==> src/ceres_macros.svh <==
`ifndef CERES_MACROS_SVH
`define CERES_MACROS_SVH

// data path width of the core.
`define XLEN 32

// machine-mode csr addresses, as in the privileged spec.
`define CSR_MSTATUS  12'h300
`define CSR_MTVEC    12'h305
`define CSR_MSCRATCH 12'h340
`define CSR_MEPC     12'h341
`define CSR_MCAUSE   12'h342
`define CSR_MTVAL    12'h343

// mstatus fields kept by this core.
`define MSTATUS_MIE  3
`define MSTATUS_MPIE 7

`endif

==> src/ceres_param.sv <==
`include "ceres_macros.svh"

package ceres_param;

  typedef logic [`XLEN-1:0] word_t;  // operands, pc values and csr data.
  typedef logic [11:0] csr_addr_t;   // csr index.
  typedef logic [1:0] fwd_sel_t;     // bit 1 ex/mem result, bit 0 wb data.

  typedef enum logic [3:0] {
    ADD,
    SUB,
    SLL,
    SLT,
    SLTU,
    XOR,
    SRL,
    SRA,
    OR,
    AND,
    LUI_B,  // passes operand b.
    MUL,
    CSRRW,
    CSRRS,
    CSRRC
  } alu_op_e;

  typedef enum logic [3:0] {
    NO_BJ,
    BEQ,
    BNE,
    BLT,
    BGE,
    BLTU,
    BGEU,
    JAL,
    JALR
  } pc_sel_e;

  typedef enum logic [2:0] {
    i_alu,
    u_jal,
    i_jalr,
    b_br,
    csr_op,
    mret
  } instr_type_e;

  typedef enum logic [1:0] {
    NO_STALL,
    LSU_STALL,
    ALU_STALL
  } stall_e;

  typedef enum logic {
    NO_EXCEPTION,
    INSTR_MISALIGNED
  } exc_type_e;

  // shift-add multiplier sequencing.
  typedef enum logic [1:0] {
    IDLE,
    BUSY,
    DONE
  } mul_state_e;

endpackage

==> src/alu.sv <==
`timescale 1ns/1ps
`include "ceres_macros.svh"

module alu (
  input  logic                 clk_i,
  input  logic                 rst_i,
  input  ceres_param::word_t   alu_a_i,
  input  ceres_param::word_t   alu_b_i,
  input  ceres_param::word_t   csr_rdata_i,
  input  ceres_param::alu_op_e op_sel_i,
  output ceres_param::word_t   alu_o,
  output logic                 zero_o,
  output logic                 slt_o,
  output logic                 sltu_o,
  output logic                 alu_stall_o
);
  import ceres_param::*;

  localparam int LOG_XLEN = $clog2(`XLEN);

  logic [LOG_XLEN-1:0] shamt;
  logic                mul_req;
  mul_state_e          mul_state;
  logic [LOG_XLEN-1:0] mul_cnt;    // iterations already done.
  word_t               mul_acc;    // partial product.
  word_t               mul_mcand;  // multiplicand, shifted left each step.
  word_t               mul_mplier; // multiplier, shifted right each step.

  assign shamt   = alu_b_i[LOG_XLEN-1:0];
  assign mul_req = (op_sel_i == MUL);

  assign zero_o = (alu_a_i == alu_b_i);
  assign slt_o  = ($signed(alu_a_i) < $signed(alu_b_i));
  assign sltu_o = (alu_a_i < alu_b_i);

  always_comb begin
    unique case (op_sel_i)
      ADD:     alu_o = alu_a_i + alu_b_i;
      SUB:     alu_o = alu_a_i - alu_b_i;
      SLL:     alu_o = alu_a_i << shamt;
      SLT:     alu_o = word_t'(slt_o);
      SLTU:    alu_o = word_t'(sltu_o);
      XOR:     alu_o = alu_a_i ^ alu_b_i;
      SRL:     alu_o = alu_a_i >> shamt;
      SRA:     alu_o = word_t'($signed(alu_a_i) >>> shamt);
      OR:      alu_o = alu_a_i | alu_b_i;
      AND:     alu_o = alu_a_i & alu_b_i;
      LUI_B:   alu_o = alu_b_i;
      MUL:     alu_o = mul_acc;                  // valid once DONE is reached.
      CSRRW:   alu_o = alu_b_i;
      CSRRS:   alu_o = csr_rdata_i | alu_b_i;
      CSRRC:   alu_o = csr_rdata_i & ~alu_b_i;
      default: alu_o = '0;
    endcase
  end

  // stall covers the start cycle plus the BUSY cycles, XLEN in total.
  assign alu_stall_o = (mul_state == BUSY) || ((mul_state == IDLE) && mul_req);

  always_ff @(posedge clk_i) begin
    if (rst_i) begin
      mul_state <= IDLE;
      mul_cnt   <= '0;
    end else begin
      unique case (mul_state)
        IDLE: begin
          if (mul_req) begin
            mul_state <= BUSY;
            mul_cnt   <= LOG_XLEN'(1);  // first step runs in the start cycle.
          end
        end
        BUSY: begin
          mul_cnt <= mul_cnt + 1'b1;
          if (mul_cnt == LOG_XLEN'(`XLEN - 1)) begin
            mul_state <= DONE;
          end
        end
        DONE: begin
          mul_state <= IDLE;  // a held MUL restarts from here.
        end
        default: begin
          mul_state <= IDLE;
        end
      endcase
    end
  end

  always_ff @(posedge clk_i) begin
    if ((mul_state == IDLE) && mul_req) begin
      mul_acc    <= alu_b_i[0] ? alu_a_i : '0;
      mul_mcand  <= alu_a_i << 1;
      mul_mplier <= alu_b_i >> 1;
    end else if (mul_state == BUSY) begin
      if (mul_mplier[0]) begin
        mul_acc <= mul_acc + mul_mcand;
      end
      mul_mcand  <= mul_mcand << 1;
      mul_mplier <= mul_mplier >> 1;
    end
  end

  // a multiply never holds the pipeline longer than its iteration count.
  stall_bound_a : assert property (
    @(posedge clk_i) disable iff (rst_i)
    alu_stall_o [* `XLEN] |=> !alu_stall_o
  ) else $error("alu stall held past XLEN cycles.");

endmodule

==> src/cs_reg_file.sv <==
`timescale 1ns/1ps
`include "ceres_macros.svh"

module cs_reg_file (
  input  logic                     clk_i,
  input  logic                     rst_i,
  input  ceres_param::stall_e      stall_i,
  input  logic                     rd_en_i,
  input  logic                     wr_en_i,
  input  ceres_param::csr_addr_t   csr_idx_i,
  input  ceres_param::word_t       csr_wdata_i,
  input  logic                     trap_active_i,
  input  logic                     de_trap_active_i,
  input  ceres_param::word_t       trap_cause_i,
  input  ceres_param::word_t       trap_mepc_i,
  input  ceres_param::word_t       trap_tval_i,
  input  ceres_param::instr_type_e instr_type_i,
  output ceres_param::word_t       csr_rdata_o,
  output ceres_param::word_t       mtvec_o,
  output ceres_param::word_t       mepc_o
);
  import ceres_param::*;

  word_t mstatus;
  word_t mtvec;
  word_t mscratch;
  word_t mepc;
  word_t mcause;
  word_t mtval;

  word_t wdata_masked;
  logic  commit_en;
  logic  trap_take;
  logic  mret_take;
  logic  csr_write;

  // drops the bits that this core does not implement.
  function automatic word_t csr_wmask(csr_addr_t idx, word_t data);
    word_t masked;
    masked = data;
    case (idx)
      `CSR_MSTATUS: begin
        masked                = '0;
        masked[`MSTATUS_MIE]  = data[`MSTATUS_MIE];
        masked[`MSTATUS_MPIE] = data[`MSTATUS_MPIE];
      end
      `CSR_MTVEC, `CSR_MEPC: begin
        masked[1:0] = 2'b00;  // direct mode, word aligned.
      end
      default: begin
        masked = data;
      end
    endcase
    return masked;
  endfunction

  assign commit_en    = (stall_i == NO_STALL);
  assign trap_take    = commit_en && trap_active_i;
  assign mret_take    = commit_en && de_trap_active_i && (instr_type_i == mret);
  assign csr_write    = commit_en && wr_en_i && !trap_active_i && !de_trap_active_i;
  assign wdata_masked = csr_wmask(csr_idx_i, csr_wdata_i);

  // reads see the value before this cycle's update.
  always_comb begin
    csr_rdata_o = '0;
    if (rd_en_i) begin
      case (csr_idx_i)
        `CSR_MSTATUS:  csr_rdata_o = mstatus;
        `CSR_MTVEC:    csr_rdata_o = mtvec;
        `CSR_MSCRATCH: csr_rdata_o = mscratch;
        `CSR_MEPC:     csr_rdata_o = mepc;
        `CSR_MCAUSE:   csr_rdata_o = mcause;
        `CSR_MTVAL:    csr_rdata_o = mtval;
        default:       csr_rdata_o = '0;
      endcase
    end
  end

  always_ff @(posedge clk_i) begin
    if (rst_i) begin
      mstatus  <= '0;
      mtvec    <= '0;
      mscratch <= '0;
      mepc     <= '0;
      mcause   <= '0;
      mtval    <= '0;
    end else if (trap_take) begin
      mepc                   <= {trap_mepc_i[`XLEN-1:2], 2'b00};
      mcause                 <= trap_cause_i;
      mtval                  <= trap_tval_i;
      mstatus[`MSTATUS_MPIE] <= mstatus[`MSTATUS_MIE];  // stack the enable.
      mstatus[`MSTATUS_MIE]  <= 1'b0;
    end else if (mret_take) begin
      mstatus[`MSTATUS_MIE]  <= mstatus[`MSTATUS_MPIE];
      mstatus[`MSTATUS_MPIE] <= 1'b1;
    end else if (csr_write) begin
      case (csr_idx_i)
        `CSR_MSTATUS:  mstatus  <= wdata_masked;
        `CSR_MTVEC:    mtvec    <= wdata_masked;
        `CSR_MSCRATCH: mscratch <= wdata_masked;
        `CSR_MEPC:     mepc     <= wdata_masked;
        `CSR_MCAUSE:   mcause   <= wdata_masked;
        `CSR_MTVAL:    mtval    <= wdata_masked;
        default: ;  // unknown index, write dropped.
      endcase
    end
  end

  assign mtvec_o = mtvec;
  assign mepc_o  = mepc;

  // decode never raises trap entry and trap return in the same cycle.
  trap_excl_a : assert property (
    @(posedge clk_i) disable iff (rst_i)
    !(trap_active_i && de_trap_active_i)
  ) else $error("trap entry and mret active together.");

endmodule

==> src/execution.sv <==
`timescale 1ns/1ps
`include "ceres_macros.svh"

module execution (
  input  logic                     clk_i,
  input  logic                     rst_i,
  input  ceres_param::stall_e      stall_i,
  input  ceres_param::fwd_sel_t    fwd_a_i,
  input  ceres_param::fwd_sel_t    fwd_b_i,
  input  ceres_param::word_t       alu_result_i,
  input  ceres_param::word_t       wb_data_i,
  input  ceres_param::word_t       r1_data_i,
  input  ceres_param::word_t       r2_data_i,
  input  logic [1:0]               alu_in1_sel_i,
  input  logic                     alu_in2_sel_i,
  input  logic                     rd_csr_i,
  input  logic                     wr_csr_i,
  input  ceres_param::csr_addr_t   csr_idx_i,
  input  logic                     csr_or_data_i,
  input  logic                     trap_active_i,
  input  logic                     de_trap_active_i,
  input  ceres_param::word_t       trap_cause_i,
  input  ceres_param::word_t       trap_tval_i,
  input  ceres_param::word_t       trap_mepc_i,
  input  ceres_param::word_t       pc_i,
  input  ceres_param::word_t       pc_incr_i,
  input  ceres_param::word_t       imm_i,
  input  ceres_param::pc_sel_e     pc_sel_i,
  input  ceres_param::alu_op_e     alu_ctrl_i,
  input  ceres_param::instr_type_e instr_type_i,
  output ceres_param::word_t       write_data_o,
  output ceres_param::word_t       pc_target_o,
  output ceres_param::word_t       alu_result_o,
  output logic                     pc_sel_o,
  output logic                     alu_stall_o,
  output ceres_param::exc_type_e   exc_type_o,
  output ceres_param::word_t       mtvec_o
);
  import ceres_param::*;

  word_t data_a;
  word_t operand_a;
  word_t operand_b;
  word_t alu_result;
  word_t csr_rdata;
  word_t mepc;
  logic  ex_zero;
  logic  ex_slt;
  logic  ex_sltu;
  logic  br_taken;

  // ex/mem result wins over writeback data.
  function automatic word_t fwd_mux(fwd_sel_t sel, word_t rf_val);
    word_t val;
    val = rf_val;
    if (sel[1]) begin
      val = alu_result_i;
    end else if (sel[0]) begin
      val = wb_data_i;
    end
    return val;
  endfunction

  always_comb begin
    data_a       = fwd_mux(fwd_a_i, r1_data_i);
    write_data_o = fwd_mux(fwd_b_i, r2_data_i);  // store data and rs2 operand.

    case (alu_in1_sel_i)
      2'b01:   operand_a = pc_incr_i;
      2'b10:   operand_a = pc_i;
      default: operand_a = data_a;
    endcase
    operand_b = alu_in2_sel_i ? imm_i : write_data_o;
  end

  always_comb begin
    if (instr_type_i == mret) begin
      pc_target_o = mepc;
    end else if (pc_sel_i == JALR) begin
      pc_target_o = (data_a + imm_i) & ~(`XLEN'(1));
    end else begin
      pc_target_o = pc_i + imm_i;
    end

    case (pc_sel_i)
      BEQ:       br_taken = ex_zero;
      BNE:       br_taken = !ex_zero;
      BLT:       br_taken = ex_slt;
      BGE:       br_taken = !ex_slt || ex_zero;
      BLTU:      br_taken = ex_sltu;
      BGEU:      br_taken = !ex_sltu || ex_zero;
      JAL, JALR: br_taken = 1'b1;
      default:   br_taken = 1'b0;
    endcase
    pc_sel_o = br_taken || (instr_type_i == mret);

    exc_type_o = (pc_sel_o && pc_target_o[0]) ? INSTR_MISALIGNED : NO_EXCEPTION;
  end

  always_comb begin
    if (rd_csr_i && csr_or_data_i) begin
      alu_result_o = csr_rdata;  // old csr value goes to rd.
    end else if ((instr_type_i == u_jal) || (instr_type_i == i_jalr)) begin
      alu_result_o = pc_incr_i;  // link address.
    end else begin
      alu_result_o = alu_result;
    end
  end

  alu i_alu (
    .clk_i       (clk_i),
    .rst_i       (rst_i),
    .alu_a_i     (operand_a),
    .alu_b_i     (operand_b),
    .csr_rdata_i (csr_rdata),
    .op_sel_i    (alu_ctrl_i),
    .alu_o       (alu_result),
    .zero_o      (ex_zero),
    .slt_o       (ex_slt),
    .sltu_o      (ex_sltu),
    .alu_stall_o (alu_stall_o)
  );

  cs_reg_file i_cs_reg_file (
    .clk_i            (clk_i),
    .rst_i            (rst_i),
    .stall_i          (stall_i),
    .rd_en_i          (rd_csr_i),
    .wr_en_i          (wr_csr_i),
    .csr_idx_i        (csr_idx_i),
    .csr_wdata_i      (alu_result),
    .trap_active_i    (trap_active_i),
    .de_trap_active_i (de_trap_active_i),
    .trap_cause_i     (trap_cause_i),
    .trap_mepc_i      (trap_mepc_i),
    .trap_tval_i      (trap_tval_i),
    .instr_type_i     (instr_type_i),
    .csr_rdata_o      (csr_rdata),
    .mtvec_o          (mtvec_o),
    .mepc_o           (mepc)
  );

  // misaligned fetch only comes from a taken branch or jump, mepc stays word aligned.
  misalign_taken_a : assert property (
    @(posedge clk_i) disable iff (rst_i)
    (exc_type_o == INSTR_MISALIGNED) |-> (pc_sel_o && (instr_type_i != mret))
  ) else $error("misaligned target flagged without a taken branch or jump.");

endmodule

==> config.mk <==
export PLATFORM = sky130hd
export DESIGN_NAME = execution
export DESIGN_NICKNAME = d
export VERILOG_FILES = /design/src/ceres_param.sv /design/src/alu.sv /design/src/cs_reg_file.sv /design/src/execution.sv
export VERILOG_INCLUDE_DIRS = /design/src
export SDC_FILE = /design/constraint.sdc
export NUM_CORES = 2
export LEC_CHECK = 0
export BUFFER_PORTS_ARGS = -buffer_cell sky130_fd_sc_hd__buf_2
export CAP_MARGIN = 20
export CORE_ASPECT_RATIO = 0.9
export CORE_MARGIN = 8
export CORE_UTILIZATION = 45
export CTS_CLUSTER_DIAMETER = 30
export DETAILED_ROUTE_END_ITERATION = 12
export PLACE_DENSITY_LB_ADDON = 0.05
export SETUP_SLACK_MARGIN = 0.2
export SLEW_MARGIN = 20
export SYNTH_ARGS = -nofsm -noshare
export SYNTH_HDL_FRONTEND = slang
export SYNTH_SLANG_ARGS = --single-unit
==> constraint.sdc <==
create_clock -name clk_i -period 20 [get_ports clk_i]
set_clock_uncertainty 0.05 [all_clocks]
set_input_delay 3 -clock clk_i [delete_from_list [all_inputs] [get_ports clk_i]]
set_output_delay 3 -clock clk_i [all_outputs]
set_load 0.01 [all_outputs]
==> Yosys cells after proc, flatten, opt, wreduce, memory -nomap -nowiden <==
Cells that the tools add are included.
{ "classes": {"addsub": 6, "n_mul": 0, "n_div": 0, "order_cmp": 2, "eq_ne": 39, "n_shift": 3, "mux": 47, "bitwise_logic": 8, "reduce_logical": 49} }
{ "op_table": {"columns": ["cell", "n"], "rows": [
  ["two-way mux 32 bit", 28],
  ["one-hot mux 32 bit (14 select lines)", 1],
  ["one-hot mux 32 bit (6 select lines)", 1],
  ["adder 32 bit", 4],
  ["== test 12 x 10 -> 1 bit, second input constant", 6],
  ["AND 32 bit", 2],
  ["< comparator 32 bit", 2],
  ["OR 32 bit", 2],
  ["one-hot mux 32 bit (2 select lines)", 1],
  ["two-way mux 31 bit", 2],
  ["== test 32 bit", 1],
  ["== test 4 x 3 -> 1 bit, second input constant", 8],
  ["== test 4 bit, second input constant", 8],
  ["inverter 32 bit", 1],
  ["<< shifter 32 x 5 -> 32 bit", 1],
  [">> shifter 32 x 5 -> 32 bit", 1],
  [">>> shifter 32 x 5 -> 32 bit", 1],
  ["subtractor 32 bit", 1],
  ["bitwise XOR 32 bit", 1],
  ["two-way mux 30 bit", 1],
  ["nonzero test 2 bit", 9],
  ["== test 4 x 2 -> 1 bit, second input constant", 4],
  ["two-way mux 8 bit", 2],
  ["AND reduction 3 bit", 4],
  ["27 further kinds", 62]
]} }
{ "word_totals": {"reg_bits": 293, "latchBits": 0, "ramBits": 0, "romBits": 0, "output_inout_bits": 131, "mem_count": 0} }

==> Logic depth before layout (Yosys ltp) <==
{ "depth": {"depth_word": 11, "depth_mapped": 22} }

==> Hierarchy <==
Synthesis repeated with hierarchy kept, for this count alone.
{ "hier_totals": {"cells_unflattened": 4337, "hier_area_um2": 31983.2} }
{ "modules_own_cells": {"columns": ["mod", "instances", "cells_each", "area_per_inst_um2"], "rows": [
  ["alu", 1, 2019, 14945.6],
  ["cs_reg_file", 1, 1227, 10015.9],
  ["execution", 1, 1091, 7021.7]
]} }

==> Least setup slack after synthesis <==
No wires, ideal clock.
{ "synth_timing": {"path_type": "input to output", "startpoint": "input fwd_b_i[0]", "endpoint": "output alu_result_o[30]", "arrival_ns": 7.562, "setup_slack_ns": 9.388, "stages": 22, "cell_sequence": "buf_6 -> buf_4 -> mux2i_1 -> o21ai_1 -> mux2i_1 -> buf_2 -> buf_2 -> buf_2 -> buf_1 -> ha_1 -> clkbuf_1 -> nor2b_1 -> o211ai_1 -> a21oi_1 -> a311oi_1 -> a211o_1 -> a2111oi_0 -> o21bai_1 -> a2111o_1 -> mux2i_1 -> o21ai_2 -> o21a_1"} }
{ "synth_lines": {"columns": ["element", "line", "text"], "rows": [
  ["start: declaration", "execution.sv:9", "input ceres_param::fwd_sel_t fwd_b_i,"],
  ["two-way mux 32 bit (*)", "execution.sv:58", "end else if (sel[0]) begin"],
  ["two-way mux 32 bit (*)", "execution.sv:56", "if (sel[1]) begin"],
  ["named net write_data_o[2]", "execution.sv:31", "output ceres_param::word_t write_data_o,"],
  ["two-way mux 32 bit (*)", "execution.sv:73", "operand_b = alu_in2_sel_i ? imm_i : write_data_o;"],
  ["subtractor 32 bit (tied with other cells)", "alu.sv:39", "SUB: alu_o = alu_a_i - alu_b_i;"],
  ["one-hot mux 32 bit (14 select lines) (*)", "alu.sv:37", "unique case (op_sel_i)"],
  ["two-way mux 32 bit (*)", "execution.sv:103", "end else if ((instr_type_i == u_jal) || (instr_type_i == i_jalr)) begin"],
  ["two-way mux 32 bit (*)", "execution.sv:101", "if (rd_csr_i && csr_or_data_i) begin"],
  ["end: declaration", "execution.sv:33", "output ceres_param::word_t alu_result_o,"]
]} }
The timed path passes the listed nets; every way through them passes the cells marked *.

==> Worst setup path after layout <==
{ "layout_timing": {"startpoint": "input alu_in2_sel_i", "endpoint": "output alu_result_o[0]"} }
{ "layout_between": {"elab_chain_cells": 6} }
{ "layout_rtl": {"columns": ["element", "line", "text"], "rows": [
  ["start: declaration", "execution.sv:15", "input logic alu_in2_sel_i,"],
  ["two-way mux 32 bit (*)", "execution.sv:73", null],
  ["branches (longest 2 deep; another with subtractor 32 bit)", null, null],
  ["one-hot mux 32 bit (14 select lines) (*)", "alu.sv:37", null],
  ["two-way mux 32 bit (*)", "execution.sv:103", null],
  ["two-way mux 32 bit (*)", "execution.sv:101", null]
]} }
Mark *: on every way between the ends.

==> metrics list <==
- Measured along the x axis, the die boundary spans 288.2 um.
- Of the total power, the share spent switching nets is 0.4085.
* CTS max path bufs: 3
* Syn Nets: 4537
- Least setup slack across all paths after layout: 6.590 ns
- CP Cell Sequence: buf_2 -> buf_4 -> inv_2 -> o211a_1 -> nor2_4 -> buf_4 -> inv_2 -> buf_4 -> ha_1 -> inv_1 -> fa_1 -> a211oi_1 -> o21ai_0 -> o211ai_1 -> nand3_1 -> a221o_1 -> a21oi_1 -> o21a_1 -> nor3b_1 -> or4_1 -> nor2_1 -> nor3_1 -> buf_2
* Yosys synthesis warning count: 0
- By area the synthesized netlist is led by sky130_fd_sc_hd__dfxtp_1, sky130_fd_sc_hd__edfxtp_1, sky130_fd_sc_hd__mux2i_1.
- Synth top cells by count: sky130_fd_sc_hd__nand2_1, sky130_fd_sc_hd__o21ai_0, sky130_fd_sc_hd__nor2_1, sky130_fd_sc_hd__a21oi_1, sky130_fd_sc_hd__mux2i_1
- MaxCap Viol Count: 0
- In this run the worst path has a maximum fanout of 60.
- Placement Setup Slack: 7.000 ns
* Clock share of power: 0.392
- Mean instance size in the synthesized netlist: 7.479 um2
* Dominant cell by count in the synthesized netlist: sky130_fd_sc_hd__nand2_1
* CTS root buffer: sky130_fd_sc_hd__clkbuf_16
- Power dissipated by switching net loads: 1215 uW
* Comb power frac: 0.391
- Post-synthesis async set-or-reset flop share: 0
- The clock net in this run drives a total of 293 sinks.
* Layout Nets: 4915
* Synthesis-stage register bit count: 293
- Crit-path leading delay family: buffers and inverters
- DIE AREA: 0.07521 mm2
* Post-Route Hold Slack: 0.4028 ns
- The synthesized design contains 94 enable-type register cells.
- Wire length of the first global-routing pass: 242.0 mm
- Leakage power summed over all cells: 0.01548 uW
- Count of standard-cell rows: 90
* Most area-hungry cell type in the Yosys netlist: sky130_fd_sc_hd__dfxtp_1
* Required time at the worst-slack endpoint: 16.95 ns
- The number of antenna violations at the first check in global routing is 17.
- In the synthesized netlist, the number of instances is 4012.
- Portion of the post-synthesis area used by sequential elements: 0.2268
- Cell area power density: 83.34 mW/mm2
* Global routing usage summed across all routing layers: 0.4401
- The final layout contains routed wiring with a total length of 173.5 mm.
* DR DRC count: 0
- Number of global-route vias before repair: 33130
- Fraction of layout instances using a drive strength above 1: 0.1865
* Post-CTS Hold Buffers: 0
* Clock H-tree levels: 3
* Top achievable clock speed: 74.57 MHz
- Of the post-synthesis cell area, the dominant cell type holds 0.1328.
* Setup total negative slack: 0 ns
- The die is 261.0 um tall.
- The path class of the tightest hold or removal check is flop to flop.
* Most frequently used flop master after synthesis: sky130_fd_sc_hd__dfxtp_1
* Overflow left after global routing: 0
- Starting DRT DRC Count: 5219
- Via count: 36260
- For the pin with the worst max-slew slack, the measured transition is 1.198 ns.
- Clock latency reported for the late side of the worst-skew pair: 0.63 ns
- The number of setup buffers added after CTS is 0.
- Internal power contribution: 1759 uW
- The synthesized netlist contains 100 unique library cells.
- Buf+Inv Stages, Crit Path: 8
- Share of the clock period used by the worst path after layout: 0.6705
* Max incr delay on CP: 0.69 ns
- Gates resized during post-CTS repair numbered 0.
* Crit Path Category: input pin to primary output
- Overall Power: 2974 uW
* Type of element launching the critical path: input pin
* Result of the run: finished, final reports clean
- Of the total power, registers draw 0.217.
* Routability-driven placement congestion ratio: 1.094
- Endpoints failing setup: 0
- Final number of hold-violating endpoints: 0
* Half-perimeter wire length after placement: 136.4 mm
- Critical Path Most Common Cell: sky130_fd_sc_hd__buf_4
- The first detailed-routing pass took 7 iterations.
* Post-route antenna net violation count: 0
- Synth-to-Final Area Change: 18.92%
- Max-slew violation count: 0
* Average detailed-routed wire length per instance: 32.53 um
* Arrival time of data at the critical path endpoint: 10.36 ns
- Core Region: 0.06655 mm2
- Register clock-pin slew on the reported worst setup and hold paths: 0.05 ns
- Clock tree from TritonCTS: yes
- Count of boundary I/O pins: 490
- For this design, the slowest cell found on the critical path is sky130_fd_sc_hd__nor3_1.
* Via-to-Cell Ratio: 6.800
- STA classifies the critical path endpoint as a primary output.
* Max_slew headroom: 0.1960
- The initial utilization of the core area, before any placement, comes to 0.4509.
- Summing every instance area after synthesis gives 0.03001 mm2.
- During placement, the flow inserted port buffers numbering 487.
- Entering global routing, the biggest net connects 78 pins.
- Final worst path period need: 13.41 ns
- Setup repair after global routing left no endpoint under its margin.
- Number of buffers added by the clock tree synthesis step: 68
- Across the VDD grid, the largest voltage drop is 0.08080 mV.
==> through the flow <==
stage / area [um2] / util / instances
after CTS: 35630 / 0.5354 / 5317
after detailed placement: 33210 / 0.4990 / 5192
after global placement: 33210 / 0.4990 / 5192
after floorplan: 30010 / - / 4012
after global routing: 35670 / 0.5359 / 5327
final: 35680 / 0.5362 / 5333
==> logic make-up (layout without fill, tap and decap cells) <==
group           after synthesis  after routing  share of synthesized area
compound gates             1523           1523                     0.3319
mux                         279            279                    0.09704
flops                       293            293                     0.2268
buf+inv                     449            882                    0.06213
fa+ha+maj                   166            166                    0.07047
other cells                   0             14                          0
xor+xnor                     84             84                    0.02452
simple gates               1218           1218                     0.1871
==> worst min-delay path: stages, from the launching register on <==
cell	delay, ns
sky130_fd_sc_hd__dfxtp_1	0.30
sky130_fd_sc_hd__nand2_1	0.05
sky130_fd_sc_hd__a21oi_1	0.05
==> registers in the layout, indices dropped and copies added (netlist names) <==
register and cells:
i_alu.mul_acc 32, i_alu.mul_cnt 5, i_alu.mul_mcand 31, i_cs_reg_file.mtvec_o 32
i_cs_reg_file.mstatus 32, i_cs_reg_file.mcause 32, i_cs_reg_file.mscratch 32, i_cs_reg_file.mtval 32
i_cs_reg_file.mepc_o 32, i_alu.mul_mplier 31, i_alu.mul_state 2
==> placed cells by master, fill, tap and decap left out, types with 25 or more instances in the layout <==
| cell type | n |
|---|---|
| sky130_fd_sc_hd__a211oi_1 | 58 |
| sky130_fd_sc_hd__a21o_1 | 62 |
| sky130_fd_sc_hd__a21oi_1 | 333 |
| sky130_fd_sc_hd__a221o_1 | 43 |
| sky130_fd_sc_hd__a221oi_1 | 25 |
| sky130_fd_sc_hd__a22o_1 | 27 |
| sky130_fd_sc_hd__a22oi_1 | 64 |
| sky130_fd_sc_hd__a31oi_1 | 41 |
| sky130_fd_sc_hd__and2_1 | 47 |
| sky130_fd_sc_hd__and3_1 | 32 |
| sky130_fd_sc_hd__buf_2 | 487 |
| sky130_fd_sc_hd__buf_4 | 114 |
| sky130_fd_sc_hd__clkbuf_16 | 68 |
| sky130_fd_sc_hd__dfxtp_1 | 199 |
| sky130_fd_sc_hd__edfxtp_1 | 94 |
| sky130_fd_sc_hd__ha_1 | 160 |
| sky130_fd_sc_hd__inv_1 | 147 |
| sky130_fd_sc_hd__mux2i_1 | 255 |
| sky130_fd_sc_hd__nand2_1 | 418 |
| sky130_fd_sc_hd__nand2b_1 | 30 |
| sky130_fd_sc_hd__nand3_1 | 105 |
| sky130_fd_sc_hd__nand4_1 | 34 |
| sky130_fd_sc_hd__nor2_1 | 340 |
| sky130_fd_sc_hd__nor2b_1 | 31 |
| sky130_fd_sc_hd__nor3_1 | 66 |
| sky130_fd_sc_hd__o211ai_1 | 69 |
| sky130_fd_sc_hd__o21a_1 | 52 |
| sky130_fd_sc_hd__o21ai_0 | 390 |
| sky130_fd_sc_hd__o221ai_1 | 41 |
| sky130_fd_sc_hd__o22ai_1 | 89 |
| sky130_fd_sc_hd__or3_1 | 28 |
| sky130_fd_sc_hd__xnor2_1 | 57 |
| sky130_fd_sc_hd__xor2_1 | 27 |
==> power by group through the flow <==
| stage | Sequential (uW) | Clock [uW] | Combinational, uW |
|---|---|---|---|
| 2_1_floorplan | 650 | 0 | 648 |
| 3_3_place_gp | 654 | 0 | 1100 |
| 3_5_place_dp | 655 | 0 | 1100 |
| 4_1_cts | 644 | 1170 | 1100 |
| 5_1_grt | 645 | 1200 | 1200 |
| 6_report | 644 | 1170 | 1160 |
==> metal layers <==
metal	track usage	part of all wire	up-vias	wire (um)
met5	0	0.00013	-	22
met4	0.2559	0.067	4	11690
met3	0.1405	0.13	517	22550
met2	0.6382	0.41	2632	70940
met1	0.5702	0.39	17300	68270
li1	-	-	15810	-
==> final timing paths <==
kind / end / cells after the start / slack [ns] / start
setup / recovery: alu_result_o[0] / 23 / 6.59 / alu_in2_sel_i
hold / removal: i_cs_reg_file.mscratch[14]$_SDFFE_PP0P_ / 2 / 0.40 / i_cs_reg_file.mscratch[14]$_SDFFE_PP0P_
setup reg to reg: i_alu.mul_acc[29]$_DFFE_PP_ / 14 / 16.27 / i_alu.mul_mcand[1]$_SDFFCE_PN0P_
hold reg to reg: i_cs_reg_file.mscratch[14]$_SDFFE_PP0P_ / 2 / 0.40 / i_cs_reg_file.mscratch[14]$_SDFFE_PP0P_
==> area by class of cell <==
| class | instances | area (um2) |
|---|---|---|
| timing repair buffer | 603 | 3308 |
| clock inverter | 44 | 600.6 |
| fill | 6666 | 30870 |
| multi-input combinational | 3270 | 21440 |
| sequential | 293 | 6807 |
| clock buffer | 81 | 1821 |
| inverter | 154 | 580.6 |
| tap | 874 | 1094 |
| antenna | 14 | 35.03 |
(Power assumes the default switching activity.)
